### src/mem_port_pkg.sv
package mem_port_pkg;

    localparam int ADDR_W     = 32;
    localparam int BEAT_W     = 64;
    localparam int LINE_BEATS = 4;
    localparam int LINE_W     = BEAT_W * LINE_BEATS;

    // byte address, the caches keep it 32-byte aligned.
    typedef logic [ADDR_W-1:0] addr_t;

    // one beat on the burst memory data bus.
    typedef logic [BEAT_W-1:0] beat_t;

    typedef logic [LINE_W-1:0] line_t;  // beat 0 sits in the low 64 bits.

    typedef logic [$clog2(LINE_BEATS)-1:0] beat_idx_t;  // wraps after the last beat.

endpackage : mem_port_pkg

### src/cache_arbiter.sv
module cache_arbiter
    (
        input  logic                clk,
        input  logic                rst,

        input  mem_port_pkg::addr_t i_imem_addr,
        input  logic                i_imem_read,
        output mem_port_pkg::line_t o_imem_rdata,
        output logic                o_imem_resp,

        input  mem_port_pkg::addr_t i_dmem_addr,
        input  logic                i_dmem_read,
        input  logic                i_dmem_write,
        input  mem_port_pkg::line_t i_dmem_wdata,
        output mem_port_pkg::line_t o_dmem_rdata,
        output logic                o_dmem_resp,

        input  logic                i_bmem_ready,
        output mem_port_pkg::addr_t o_bmem_addr,
        output logic                o_bmem_read,

        output logic                o_ser_start,
        output mem_port_pkg::line_t o_ser_line,
        input  logic                i_ser_done,

        input  mem_port_pkg::line_t i_line,
        input  logic                i_line_valid
    );

    typedef enum logic [2:0]
    {
        idle,
        read_issue,
        read_wait,
        write_issue,
        write_wait
    } arb_state_t;

    arb_state_t state;
    arb_state_t state_next;

    logic grant_d;  // 1 when the data port owns the burst port.
    logic grant_d_next;
    logic other_pend;
    logic other_pend_next;
    logic done_q;
    logic d_req;
    logic resp_fire;

    always_ff @(posedge clk)
    begin
        if (rst)
        begin
            state      <= idle;
            grant_d    <= 1'b0;
            other_pend <= 1'b0;
            done_q     <= 1'b0;
        end
        else
        begin
            state      <= state_next;
            grant_d    <= grant_d_next;
            other_pend <= other_pend_next;
            done_q     <= i_ser_done;  // write response goes out the cycle after the last beat.
        end
    end

    assign d_req     = i_dmem_read || i_dmem_write;
    assign resp_fire = ((state == read_wait) && i_line_valid) ||
                       ((state == write_wait) && done_q);

    always_comb
    begin
        state_next      = state;
        grant_d_next    = grant_d;
        other_pend_next = other_pend;
        unique case (state)
            idle:
            begin
                if (d_req)
                begin
                    grant_d_next    = 1'b1;  // data wins from idle.
                    other_pend_next = i_imem_read;
                    state_next      = i_dmem_write ? write_issue : read_issue;
                end
                else if (i_imem_read)
                begin
                    grant_d_next    = 1'b0;
                    other_pend_next = 1'b0;
                    state_next      = read_issue;
                end
            end
            read_issue:
            begin
                if (i_bmem_ready)
                    state_next = read_wait;
            end
            write_issue:
            begin
                if (i_bmem_ready)
                    state_next = write_wait;
            end
            read_wait, write_wait:
            begin
                if (resp_fire)
                begin
                    other_pend_next = 1'b0;
                    // only a data grant can leave the instruction side waiting.
                    if (other_pend)
                    begin
                        grant_d_next = 1'b0;
                        state_next   = read_issue;
                    end
                    else
                        state_next = idle;
                end
            end
            default: state_next = idle;
        endcase
    end

    // caches hold the address until their response, so no copy is kept here.
    assign o_bmem_addr = grant_d ? i_dmem_addr : i_imem_addr;
    assign o_bmem_read = (state == read_issue) && i_bmem_ready;

    assign o_ser_start = (state == write_issue) && i_bmem_ready;
    assign o_ser_line  = i_dmem_wdata;

    assign o_imem_resp  = resp_fire && !grant_d;
    assign o_dmem_resp  = resp_fire && grant_d;
    assign o_imem_rdata = i_line;
    assign o_dmem_rdata = i_line;

endmodule : cache_arbiter

### src/line_assembler.sv
module line_assembler
    (
        input  logic                clk,
        input  logic                rst,

        input  mem_port_pkg::beat_t i_beat,
        input  logic                i_beat_valid,

        output mem_port_pkg::line_t o_line,
        output logic                o_line_valid
    );

    import mem_port_pkg::*;

    line_t     line_q;
    beat_idx_t cnt;
    logic      valid_q;

    always_ff @(posedge clk)
    begin
        if (rst)
        begin
            cnt     <= '0;
            valid_q <= 1'b0;
        end
        else
        begin
            // pulse once the last beat has been stored.
            valid_q <= i_beat_valid && (cnt == beat_idx_t'(LINE_BEATS - 1));
            if (i_beat_valid)
                cnt <= cnt + 1'b1;  // wraps back to beat 0 for the next line.
        end
    end

    always_ff @(posedge clk)
    begin
        if (i_beat_valid)
            line_q[BEAT_W*cnt +: BEAT_W] <= i_beat;
    end

    assign o_line       = line_q;
    assign o_line_valid = valid_q;

endmodule : line_assembler

### src/line_serializer.sv
module line_serializer
    (
        input  logic                clk,
        input  logic                rst,

        input  logic                i_start,
        input  mem_port_pkg::line_t i_line,

        output logic                o_busy,
        output mem_port_pkg::beat_t o_beat,
        output logic                o_beat_valid,
        output logic                o_done
    );

    import mem_port_pkg::*;

    line_t     line_q;
    beat_idx_t cnt;
    logic      busy;

    always_ff @(posedge clk)
    begin
        if (rst)
        begin
            busy <= 1'b0;
            cnt  <= '0;
        end
        else if (busy)
        begin
            cnt <= cnt + 1'b1;
            if (cnt == beat_idx_t'(LINE_BEATS - 1))
                busy <= 1'b0;
        end
        else if (i_start)
        begin
            busy <= 1'b1;
            cnt  <= beat_idx_t'(1);  // beat 0 already left in the start cycle.
        end
    end

    always_ff @(posedge clk)
    begin
        if (i_start && !busy)
            line_q <= i_line;
    end

    // the first beat comes straight from the input so it lines up with ready.
    assign o_beat       = busy ? line_q[BEAT_W*cnt +: BEAT_W] : i_line[BEAT_W-1:0];
    assign o_beat_valid = busy || i_start;
    assign o_done       = busy && (cnt == beat_idx_t'(LINE_BEATS - 1));
    assign o_busy       = busy;

endmodule : line_serializer

### src/mem_port_top.sv
module mem_port_top
    (
        input  logic                clk,
        input  logic                rst,

        input  mem_port_pkg::addr_t i_imem_addr,
        input  logic                i_imem_read,
        output mem_port_pkg::line_t o_imem_rdata,
        output logic                o_imem_resp,

        input  mem_port_pkg::addr_t i_dmem_addr,
        input  logic                i_dmem_read,
        input  logic                i_dmem_write,
        input  mem_port_pkg::line_t i_dmem_wdata,
        output mem_port_pkg::line_t o_dmem_rdata,
        output logic                o_dmem_resp,

        output mem_port_pkg::addr_t o_bmem_addr,
        output logic                o_bmem_read,
        output logic                o_bmem_write,
        output mem_port_pkg::beat_t o_bmem_wdata,
        input  logic                i_bmem_ready,
        input  logic                i_bmem_rvalid,
        input  mem_port_pkg::beat_t i_bmem_rdata
    );

    import mem_port_pkg::*;

    logic  ser_start;
    line_t ser_line;
    logic  ser_done;
    line_t asm_line;
    logic  asm_line_valid;

    cache_arbiter arb0
    (
        .clk          (clk),
        .rst          (rst),
        .i_imem_addr  (i_imem_addr),
        .i_imem_read  (i_imem_read),
        .o_imem_rdata (o_imem_rdata),
        .o_imem_resp  (o_imem_resp),
        .i_dmem_addr  (i_dmem_addr),
        .i_dmem_read  (i_dmem_read),
        .i_dmem_write (i_dmem_write),
        .i_dmem_wdata (i_dmem_wdata),
        .o_dmem_rdata (o_dmem_rdata),
        .o_dmem_resp  (o_dmem_resp),
        .i_bmem_ready (i_bmem_ready),
        .o_bmem_addr  (o_bmem_addr),
        .o_bmem_read  (o_bmem_read),
        .o_ser_start  (ser_start),
        .o_ser_line   (ser_line),
        .i_ser_done   (ser_done),
        .i_line       (asm_line),
        .i_line_valid (asm_line_valid)
    );

    // write beats go straight out to the burst port.
    line_serializer ser0
    (
        .clk          (clk),
        .rst          (rst),
        .i_start      (ser_start),
        .i_line       (ser_line),
        .o_busy       (),
        .o_beat       (o_bmem_wdata),
        .o_beat_valid (o_bmem_write),
        .o_done       (ser_done)
    );

    line_assembler asm0
    (
        .clk          (clk),
        .rst          (rst),
        .i_beat       (i_bmem_rdata),
        .i_beat_valid (i_bmem_rvalid),
        .o_line       (asm_line),
        .o_line_valid (asm_line_valid)
    );

endmodule : mem_port_top

### config.mk
export PLATFORM = sky130hd
export DESIGN_NAME = mem_port_top
export DESIGN_NICKNAME = d
export VERILOG_FILES = /design/src/mem_port_pkg.sv /design/src/cache_arbiter.sv /design/src/line_assembler.sv /design/src/line_serializer.sv /design/src/mem_port_top.sv
export SDC_FILE = /design/constraint.sdc
export NUM_CORES = 1
export LEC_CHECK = 0
export BUFFER_PORTS_ARGS = -buffer_cell sky130_fd_sc_hd__buf_2
export CAP_MARGIN = 40
export CORE_AREA = 3 3 395 397
export DETAILED_ROUTE_END_ITERATION = 10
export DIE_AREA = 0 0 398 400
export HOLD_SLACK_MARGIN = 0.05
export PLACE_DENSITY = 0.44
export SYNTH_ARGS = -nofsm -noshare
export SYNTH_HDL_FRONTEND = slang
export SYNTH_HIERARCHICAL = 1
export SYNTH_SLANG_ARGS = --single-unit
### constraint.sdc
create_clock -name clk -period 33.7 [get_ports clk]
set_input_delay 5.055 -clock clk [delete_from_list [all_inputs] [get_ports clk]]
set_output_delay 5.055 -clock clk [all_outputs]
set_load 0.02 [all_outputs]
# Yosys cells after proc, flatten, opt, wreduce, memory -nomap -nowiden

Index checks and enable logic that the tools add are counted.

$add $sub $neg: 3
Multipliers: 0
Bitwise gates (word level): 0
Eq/ne operators: 11
Shift operators: 3
Order comparisons: 0
Divide/modulo/power cells: 0
Reduce and logical (&&, ||, !) cells: 21
Muxes and demuxes: 24

Operators by type and width:

| operator                                                                  | number |
|---|---|
| 256-bit bitwise mux                                                       | 1 |
| 64-bit by 34-bit variable shift with 256-bit output, first input constant | 1 |
| 256-bit by 9-bit indexed part select with 64-bit output                   | 1 |
| 64-bit by 34-bit indexed part select with 256-bit output                  | 1 |
| 64-bit 2-to-1 mux                                                         | 1 |
| 8-bit negation with 34-bit output                                         | 1 |
| 32-bit 2-to-1 mux                                                         | 1 |
| 3-bit 2-to-1 mux                                                          | 5 |
| 3-bit case mux with 4 select lines                                        | 1 |
| 1-bit 2-to-1 mux                                                          | 10 |
| 1-bit logical AND                                                         | 9 |
| 4-bit AND reduction                                                       | 2 |
| 3-bit by 2-bit == test with 1-bit output, second input constant           | 2 |
| 2-bit 2-to-1 mux                                                          | 3 |
| 2-bit by 1-bit adder with 2-bit output, second input constant             | 2 |
| 2-bit == test, second input constant                                      | 2 |
| 2-bit by 1-bit inequality test with 1-bit output, second input constant   | 2 |
| 2-bit inequality test, second input constant                              | 2 |
| 1-bit case mux with 2 select lines                                        | 2 |
| 2-bit nonzero test                                                        | 2 |
| 3-bit by 1-bit == test with 1-bit output, second input constant           | 1 |
| 3-bit == test, second input constant                                      | 1 |
| 3-bit logical NOT                                                         | 1 |
| 1-bit logical OR                                                          | 3 |
| other kinds (4)                                                           | 5 |

Memory bits (read-only): 0
Memories kept: 0
Register bits after elaboration: 524
Bits in latches: 0
Bits in writable memories: 0
Word-level logic and storage cells: 72

# Depth between registers and ports, before layout

Gate-level depths: netlist of the first run.

Depth in word-level cells: 5
Mapped depth: 6
Gate-level depth less buffers: 4

# Hierarchy

Netlist of the first run, hierarchy kept.

By module, submodules not included:

| module          | cells an instance | area each (µm²) | instances |
|---|---|---|---|
| line_serializer | 564               | 10,453.8        | 1 |
| line_assembler  | 585               | 9,823.2         | 1 |
| cache_arbiter   | 848               | 6,520.0         | 1 |

# Worst setup path before layout of the first run

OpenSTA, ideal clock, no wires.

Path type: in2reg
From: in i_bmem_ready
To: reg ser0.line_q[0], enable pin
Arrival: 16.769 ns
Path slack: 16.026 ns
Stages: 3
Required time: 32.795 ns
Cells stage by stage: nand2_1 nor3b_1 nor2b_1

Word-level cells in the longest chain between the ends: 2

Ends and longest elaborated chain:

| element              | RTL line              | text |
|---|---|---|
| start, declared      | mem_port_top.sv:22    | `input logic i_bmem_ready,` |
| 1-bit logical AND    | cache_arbiter.sv:126  | `assign o_ser_start = (state == write_issue) && i_bmem_ready;` |
| net ser_start        | mem_port_top.sv:29    | `logic ser_start;` |
| 1-bit logical AND    | line_serializer.sv:43 | `if (i_start && !busy)` |
| end signal, assigned | line_serializer.sv:44 | `line_q <= i_line;` |
| end, declared        | line_serializer.sv:17 | `line_t line_q;` |

The timed path passes the listed nets, and every way through them passes these cells.
A chain may end at the register's enable or synchronous reset.

# Final worst setup path of the first run

From: in i_bmem_ready
To: out o_bmem_write

Word-level cells in the longest chain between the ends: 2

Ends and longest elaborated chain:

| element           | RTL line              | text |
|---|---|---|
| 1-bit logical AND | cache_arbiter.sv:126  |  |
| net ser_start     | mem_port_top.sv:29    |  |
| 1-bit logical OR  | line_serializer.sv:49 | `assign o_beat_valid = busy \|\| i_start;` |
| end, declared     | mem_port_top.sv:20    | `output logic o_bmem_write,` |

The timed path passes the listed nets, and every way through them passes these cells.

==> impl_results.md, run 1 <==
- Run status: completed
- Critical Path Sink: o_bmem_write
- Total grt overflow: 0
- Syn Area/Cell: 13.4 sq um
- Worst path cell trace: buf_2 -> nand2_1 -> nor3b_1 -> nor2_1 -> inv_1 -> buf_2
- Syn Std Cell Area: 26800 sq um
- Uppermost layer routed: met5
- Pre-antenna DRT Iters: 4
- Metal2 WL: 55.4 mm
- Clk_lat worst skew: 0.64 ns
- Worst Setup SP: i_bmem_ready
- Crit start category: input port
- Crit-path leading delay family: simple AND/OR/NAND/NOR gates
- Post-synth EDFFs: 512
- CP Depth: 6
- Post-layout min period: 11.27 ns
- Cell taking the most area after synthesis: edfxtp_1
- Max-cap violations: 0
- Ys Warns: 6
- WP data required: 28.64 ns
- Min-delay worst type: reg2reg
- FILL cells: 16600
- Peak VDD IR: 36.1 uV
- Cells on worst reg2reg path: 8
- Tot GR Track Use: 13.1%
- Synth cell count leaders: buf_4 (770), edfxtp_1 (512), and3_1 (186)
- Initial antenna violation count: 72
- Clk buf depth: 3
- Max stage delay on crit path: 0.50 ns
- Post-CTS repair timing setup buffer count: 0
- Worst Hold Launch: ser0/o_busy
- Synthesis-stage register bit count: 524
- Nets: 2622
- Avg Vias per Cell: 3.59
- Cts hold-fix bufs: 0
- Worst-path maximum fanout: 5
- Arr. time, crit path: 6.21 ns
- Vias: 15500
- Num Clock Sinks: 524
- Post-Syn Instances: 1997
- Root buffer cell: clkbuf_16
- Ys async rst share: 0%
- Core area: 152000 sq um
- Slew Viols, Final: 0
- Die H: 400 microns
- Initial DRC Count: 1026
- DRT met1 WL: 40.7 mm
- Vias in the first global route: 15300
- Synth top area share: 57.4%
- Max_slew headroom: 32.3%
- Non-filler cells, final: 4330
- Fmax achieved: 88.7 MHz
- Yosys cell types: 41
- Skew final: 0.0320 ns
- Layout cells sized above 1: 50.7%
- RD Place Congestion: 0.827
- R2R Setup Slk: 29.25 ns
- Detailed-route wire length per cell: 25.5 microns
- Tcrit/Tclk final: 33.4%
- Cell mode on critical path: buf_2
- Final ANT Viol Nets: 0
- Residual DRC count: 0
- Setup repair after global routing missed its margin: false
- Buf+Inv Stages, Crit Path: 3
- Inserted Clock Buffers: 61
- Area Overhead vs Synth: 12.7%
- Leakage power: 0.0118 uW
- H-tree depth: 2
- Clk pin slew, worst setup/hold paths: 0.05 ns
- Routed length on met3: 10.7 mm
- Largest net degree at the start of global routing: 103
- Synth top area cells: edfxtp_1 (57%), buf_4 (22%), mux2i_1 (4.9%), and3_1 (4.3%), o221ai_1 (2.1%)
- Setup Crit Path Kind: in2out
- Power Density: 56.6 nW/um^2
- Slowest CP cell: nor3b_1
- Detailed placer's ending HPWL: 89.4 mm
- Kind of end point of the critical path: output pin
- Ports: 1003
- Final hold vios: 0
- Setup TNS: 0 ns
- First-pass GRT wire length: 141 mm
- Dpl cells: 4192
- Port-buffer cells: 1002
- Post-Syn Nets: 2394
- Sequential-to-total area share from yosys stat: 58.3%
- Worst R2R Start: arb0/state[0]
- Initial core utilization: 17.6%
- Setup violations, final: 0
- WL final: 111 mm
- Rows: 143
- CTS tree: done
- Die Footprint: 159000 sq um
- Least-Margin Pin Slew: 1.02 ns
- CTS resizes: 0
- Die width: 398 microns
- Dominant synthesized flop cell: edfxtp_1
- Top-count cell post-synth: buf_4
- FF-to-FF End: ser0/line_q[59]
-- final cells by class --
| type | instances | area, sq um | share of cell area (%) |
|---|---|---|---|
| inverters | 4 | 15.0 | 0.0497 |
| clock inverters | 30 | 323 | 1.07 |
| clock buffers | 80 | 1640 | 5.43 |
| diodes | 28 | 70.1 | 0.232 |
| multi-input cells | 611 | 4760 | 15.8 |
| repair buffers | 1023 | 5220 | 17.3 |
| flip-flops and latches | 524 | 15600 | 51.7 |
| well taps | 2030 | 2540 | 8.41 |
-- through the flow --
step / util (%) / instance area (sq um) / hold slack (ns) / setup WS, ns / power [uW]
floorplan: - / 26800 / 0.483 / 16.03 / 1000
global placement: 18.5 / 28100 / 0.507 / 22.38 / 1060
detailed placement: 18.5 / 28200 / 0.520 / 22.44 / 1070
CTS: 19.8 / 30100 / 0.534 / 22.43 / 1740
global route: 19.8 / 30100 / 0.562 / 22.28 / 1770
finish: 19.8 / 30200 / 0.542 / 22.43 / 1710
-- state kept, by name, summed over array words and instances (netlist names) --
register           cells
arb0/done_q            1
arb0/grant_d           1
arb0/other_pend        1
arb0/state             3
asm0/cnt               2
asm0/o_line          256
asm0/o_line_valid      1
ser0/cnt               2
ser0/line_q          256
ser0/o_busy            1
-- cell families (layout without fill, tap and decap cells) --
| family | after synthesis | in the layout | synth area share [%] |
|---|---|---|---|
| buffers and inverters | 862 | 1137 | 24.2 |
| DFF | 524 | 524 | 58.3 |
| and+or+nand+nor | 363 | 363 | 8.54 |
| muxes | 164 | 164 | 6.28 |
| AOI/OAI and AO/OA | 76 | 76 | 2.40 |
| adders and majority gates | 6 | 6 | 0.280 |
| xor gates and xnor gates | 2 | 2 | 0.0654 |
| other | 0 | 28 | 0 |
-- worst reg2reg max path, delay by kind of cell (launching register included) --
family | cells | cell delay [ns]
buffers and inverters | 5 | 2.45
DFF | 1 | 0.45
and+or+nand+nor | 3 | 1.16
-- placed cells by master, fill, tap and decap left out, types with 4 or more instances in the layout --
| cell | instances |
|---|---|
| nor2b_1 | 4 |
| and3_1 | 186 |
| nor3_1 | 5 |
| bufinv_16 | 7 |
| edfxtp_1 | 512 |
| inv_1 | 4 |
| clkbuf_16 | 63 |
| mux2_2 | 32 |
| ha_1 | 6 |
| diode_2 | 28 |
| buf_4 | 17 |
| dfxtp_1 | 9 |
| clkbuf_1 | 17 |
| clkinv_1 | 12 |
| a21oi_1 | 4 |
| and2_1 | 66 |
| o221ai_1 | 64 |
| mux2i_1 | 131 |
| and2_4 | 5 |
| buf_2 | 1002 |
| nand2b_1 | 65 |
| nor2_1 | 7 |
| nor3b_1 | 4 |
| clkinv_2 | 7 |
-- where the power goes --
part           leakage, uW  internal, uW  total, uW  switching [uW]
registers          0.00468           752        781            29.6
clock network     0.000951           392        665             273
logic              0.00619          88.8        264             175
-- worst min path at each step --
| stage | end | slack (ns) | cells past startpoint |
|---|---|---|---|
| 6_report | ser0/cnt[0] | 0.54 | 1 |
| 5_1_grt | ser0/cnt[0] | 0.56 | 1 |
| 4_1_cts | ser0/cnt[0] | 0.53 | 1 |
| 3_5_place_dp | arb0/other_pend | 0.52 | 2 |
| 3_3_place_gp | arb0/other_pend | 0.51 | 2 |
| 2_1_floorplan | arb0/other_pend | 0.48 | 2 |
-- routing by layer --
metal  vias to the layer above  GRT usage (%)
met5                         -              0
met2                       795           23.1
met3                       180           4.70
li1                       6834              -
met4                        50           3.78
met1                      7684           14.7
Power figures use the tool's default switching activity.
==> inputs of run 2 (changes only) <==
Settings changed: CORE_AREA 3 3 395 397 to 3 3 385 387, DIE_AREA 0 0 398 400 to 0 0 388 390, PLACE_DENSITY 0.44 to 0.46.
Clock period 33.7 ns to 10.25 ns, I/O delays scaled along.
==> impl_results.md, run 2 (synthesized netlist as in run 1, its figures left out) <==
- Run status: completed
- Max_slew headroom: 34.0%
- Multi-input gate area: 4760 sq um
- Avg Vias per Cell: 3.74
- Arr. time, crit path: 3.61 ns
- Total grt overflow: 0
- Vias in the first global route: 15800
- Worst Hold Launch: arb0/other_pend
- Peak VDD IR: 108 uV
- Die width: 388 microns
- Post-CTS repair timing setup buffer count: 0
- Least-Margin Pin Slew: 0.990 ns
- Worst-path maximum fanout: 48
- Met3 Use GR: 5.65%
- Slowest CP cell: dfxtp_4
- Layout cells sized above 1: 50.9%
- Cts hold-fix bufs: 0
- Detailed-route wire length per cell: 26.0 microns
- FILL cells: 15600
- Initial antenna violation count: 65
- Cell mode on critical path: buf_4
- Skew final: 0.0273 ns
- Tcrit/Tclk final: 50.2%
- Setup repair after global routing missed its margin: false
- Fmax achieved: 194 MHz
- Post-layout min period: 5.14 ns
- Largest net degree at the start of global routing: 127
- Pre-antenna DRT Iters: 5
- CTS resizes: 0
- Clk buf depth: 3
- Port-buffer cells: 1002
- Worst Hold Slack: 0.538 ns
- Num Clock Sinks: 524
- Worst path cell trace: buf_4 -> buf_4 -> buf_16 -> mux2i_1 -> o221ai_1 -> buf_2
- Commonest non-fill, non-tap cell in the layout: buf_2
- Root buffer cell: clkbuf_16
- Clk pin slew, worst setup/hold paths: 0.06 ns
- Initial core utilization: 18.5%
- Power Density: 189 nW/um^2
- Rows: 140
- RD Place Congestion: 0.854
- Met1 track demand over resource: 15.3%
- Ports: 1003
- Highest-count cells in the layout ignoring fill and taps: buf_2 (1002), edfxtp_1 (512), and3_1 (186)
- Kind of end point of the critical path: output pin
- WL final: 110 mm
- Leakage power: 0.0119 uW
- Nets: 2630
- Slew Viols, Final: 0
- Die Footprint: 151000 sq um
- Inserted Clock Buffers: 66
- Hold path cells: 2
- R2R Setup Slk: 7.10 ns
- Core area: 145000 sq um
- Max-cap violations: 0
- WP data required: 8.71 ns
- Min-delay worst type: reg2reg
- Setup TNS: 0 ns
- First-pass GRT wire length: 143 mm
- Worst Setup SP: ser0/cnt[0]
- Setup Crit Path Kind: reg2out
- Register area: 15600 sq um
- Area Overhead vs Synth: 12.9%
- Initial DRC Count: 986
- Max stage delay on crit path: 0.81 ns
- Final hold vios: 0
- Residual DRC count: 0
- Vias: 15800
- Final Total Pwr: 5730 uW
- Worst Hold End: arb0/other_pend
- H-tree depth: 3
- Die H: 390 microns
- Crit start category: register
- Clk_lat worst skew: 0.62 ns
- Final ANT Viol Nets: 0
- Detailed placer's ending HPWL: 88.2 mm
- Worst R2R Start: arb0/state[0]
- Setup violations, final: 0
- Cells on worst reg2reg path: 6
- FF-to-FF End: ser0/line_q[189]
- Met2 usage: 24.3%
- CTS tree: done
- Tot GR Track Use: 13.9%
- GRT busiest layer: met2
## run 2: worst max path at each step
stage,to,slack [ns]
floorplan,ser0/line_q[0],1.05
global placement,o_bmem_wdata[57],5.47
detailed placement,o_bmem_wdata[57],5.78
CTS,o_bmem_wdata[57],5.04
global route,o_bmem_wdata[52],4.99
finish,o_bmem_wdata[57],5.11
## run 2: area by class of cell
class / instances / share of cell area, %
antenna: 24 / 0.199
tap: 1917 / 7.93
inverter: 4 / 0.0496
multi-input combinational: 611 / 15.7
clock buffer: 81 / 5.72
clock inverter: 36 / 1.03
sequential: 524 / 51.7
timing repair buffer: 1026 / 17.7
## run 2: worst max-delay path: cells and delay by family, from the launching register on
family | cells | cell delay (ns)
compound gates | 1 | 0.32
buf+inv | 4 | 1.54
mux | 1 | 0.13
flops | 1 | 0.81
## run 2: metrics by stage
step	worst slack (ns)	area [sq um]	std cells	utilization (%)
2_1_floorplan	1.05	26800	1997	-
3_3_place_gp	5.47	28000	4075	19.2
3_5_place_dp	5.78	28100	4082	19.4
4_1_cts	5.04	30200	4199	20.8
5_1_grt	4.99	30200	4200	20.8
6_report	5.11	30200	4223	20.8
## run 2: layer usage
metal	vias up	part of all wire, %
met5	-	0.34
met4	58	3.0
met3	204	10
met2	861	50
met1	7823	36
li1	6847	-
## run 2: report_power, final
| part | switching, uW | internal (uW) |
|---|---|---|
| sequential | 92.8 | 2470 |
| clock | 945 | 1330 |
| combinational | 594 | 302 |
| total | 1630 | 4100 |
==> inputs of run 3 (changes only) <==
Clock period 10.25 ns to 4.61 ns, I/O delays scaled along.
==> impl_results.md, run 3 (synthesized netlist as in run 1, its figures left out) <==
- Run status: completed
- Die H: 390 microns
- Setup violations, final: 0
- GRT busiest layer: met2
- Worst path cell trace: buf_4 -> mux2i_1 -> o221ai_1 -> buf_2
- Clk pin slew, worst setup/hold paths: 0.06 ns
- Skew final: 0.0200 ns
- Residual DRC count: 0
- Die width: 388 microns
- Cells on worst reg2reg path: 5
- Hold path cells: 1
- Ports: 1003
- Met1 track demand over resource: 16.0%
- Setup repair after global routing missed its margin: false
- Min-delay worst type: in2reg
- Commonest non-fill, non-tap cell in the layout: buf_2
- Detailed-route wire length per cell: 27.4 microns
- Finished Core Util: 21.0%
- Initial antenna violation count: 85
- Power Density: 420 nW/um^2
- Layout cells sized above 1: 51.4%
- Port-buffer cells: 1002
- Inserted Clock Buffers: 68
- Post-CTS repair timing setup buffer count: 0
- Tcrit/Tclk final: 75.9%
- Buf+Inv Stages, Crit Path: 2
- Rows: 140
- WL final: 116 mm
- Highest-count cells in the layout ignoring fill and taps: buf_2 (1002), edfxtp_1 (512), and3_1 (186)
- Initial DRC Count: 991
- Clk buf depth: 3
- Num Clock Sinks: 524
- RD Place Congestion: 0.873
- Kind of end point of the critical path: output pin
- Pre-antenna DRT Iters: 5
- Clk_lat worst skew: 0.62 ns
- Worst setup margin: 1.11 ns
- Post-Place Worst Slack: 1.64 ns
- Slowest CP cell: dfxtp_4
- Tot GR Track Use: 14.8%
- Avg Vias per Cell: 3.75
- Initial core utilization: 18.5%
- WP data required: 3.92 ns
- Least-Margin Pin Slew: 0.842 ns
- Worst Hold Slack: 0.235 ns
- Arr. time, crit path: 2.81 ns
- Final ANT Viol Nets: 0
- Root buffer cell: clkbuf_16
- Leakage power: 0.0120 uW
- Met3 Use GR: 6.52%
- Post-layout min period: 3.50 ns
- Cts hold-fix bufs: 0
- Detailed placer's ending HPWL: 94.1 mm
- Slew Viols, Final: 0
- CTS resizes: 0
- Max-cap violations: 0
- Largest net degree at the start of global routing: 100
- Vias in the first global route: 15900
- Met2 usage: 25.2%
- Worst-path maximum fanout: 36
- Final hold vios: 0
- H-tree depth: 3
- Core area: 145000 sq um
- Total grt overflow: 0
- CP Depth: 4
- Post-DP Area: 28300 sq um
- Nets: 2643
- Fmax achieved: 286 MHz
- FILL cells: 15600
- Peak VDD IR: 244 uV
- Area Overhead vs Synth: 13.5%
- Max_slew headroom: 43.7%
- First-pass GRT wire length: 150 mm
- Crit-path leading delay family: buffers and inverters
- Crit start category: register
- Max stage delay on crit path: 0.79 ns
- Vias: 15900
- Die Footprint: 151000 sq um
- CTS tree: done
- Final Cell Area: 30400 sq um
- Setup TNS: 0 ns
- Setup Crit Path Kind: reg2out
-- run 3: cell count changes in the layout (fill, tap and decap cells not counted), sizes merged --
cell,change
buf,+11
clkbuf,+6
diode,+6
clkinv,-7
bufinv,-2
clkinvlp,+2
-- run 3: cell type report --
| type | count | area [sq um] | area share, % |
|---|---|---|---|
| clock inverters | 29 | 269 | 0.884 |
| repair buffers | 1037 | 5460 | 18.0 |
| multi-input cells | 611 | 4790 | 15.7 |
| diodes | 30 | 75.1 | 0.247 |
| well taps | 1917 | 2400 | 7.88 |
| inverters | 4 | 15.0 | 0.0493 |
| flip-flops and latches | 524 | 15600 | 51.3 |
| clock buffers | 87 | 1790 | 5.90 |
-- run 3: worst paths after layout --
| kind | from | end | slack, ns |
|---|---|---|---|
| worst max-delay path | ser0/cnt[0] | o_bmem_wdata[31] | 1.11 |
| worst min-delay path | i_dmem_wdata[130] | ser0/line_q[130] | 0.24 |
| worst max register to register | asm0/cnt[0] | asm0/o_line[61] | 1.77 |
| worst min register to register | arb0/other_pend | arb0/other_pend | 0.51 |
-- run 3: where the power goes --
| group | internal [uW] | switching [uW] | total, uW |
|---|---|---|---|
| logic | 684 | 1360 | 2040 |
| registers | 5500 | 208 | 5700 |
| clock network | 2930 | 2100 | 5030 |
-- run 3: routing by layer --
layer | vias up | share of wire (%)
li1 | 6867 | -
met1 | 7846 | 36
met2 | 888 | 49
met3 | 230 | 11
met4 | 68 | 4.3
met5 | - | 0.37
-- run 3: metrics by stage --
step / power (uW) / std cells
2_1_floorplan: 7290 / 1997
3_5_place_dp: 7890 / 4093
3_3_place_gp: 7860 / 4085
6_report: 12800 / 4239
5_1_grt: 13300 / 4216
4_1_cts: 13000 / 4209
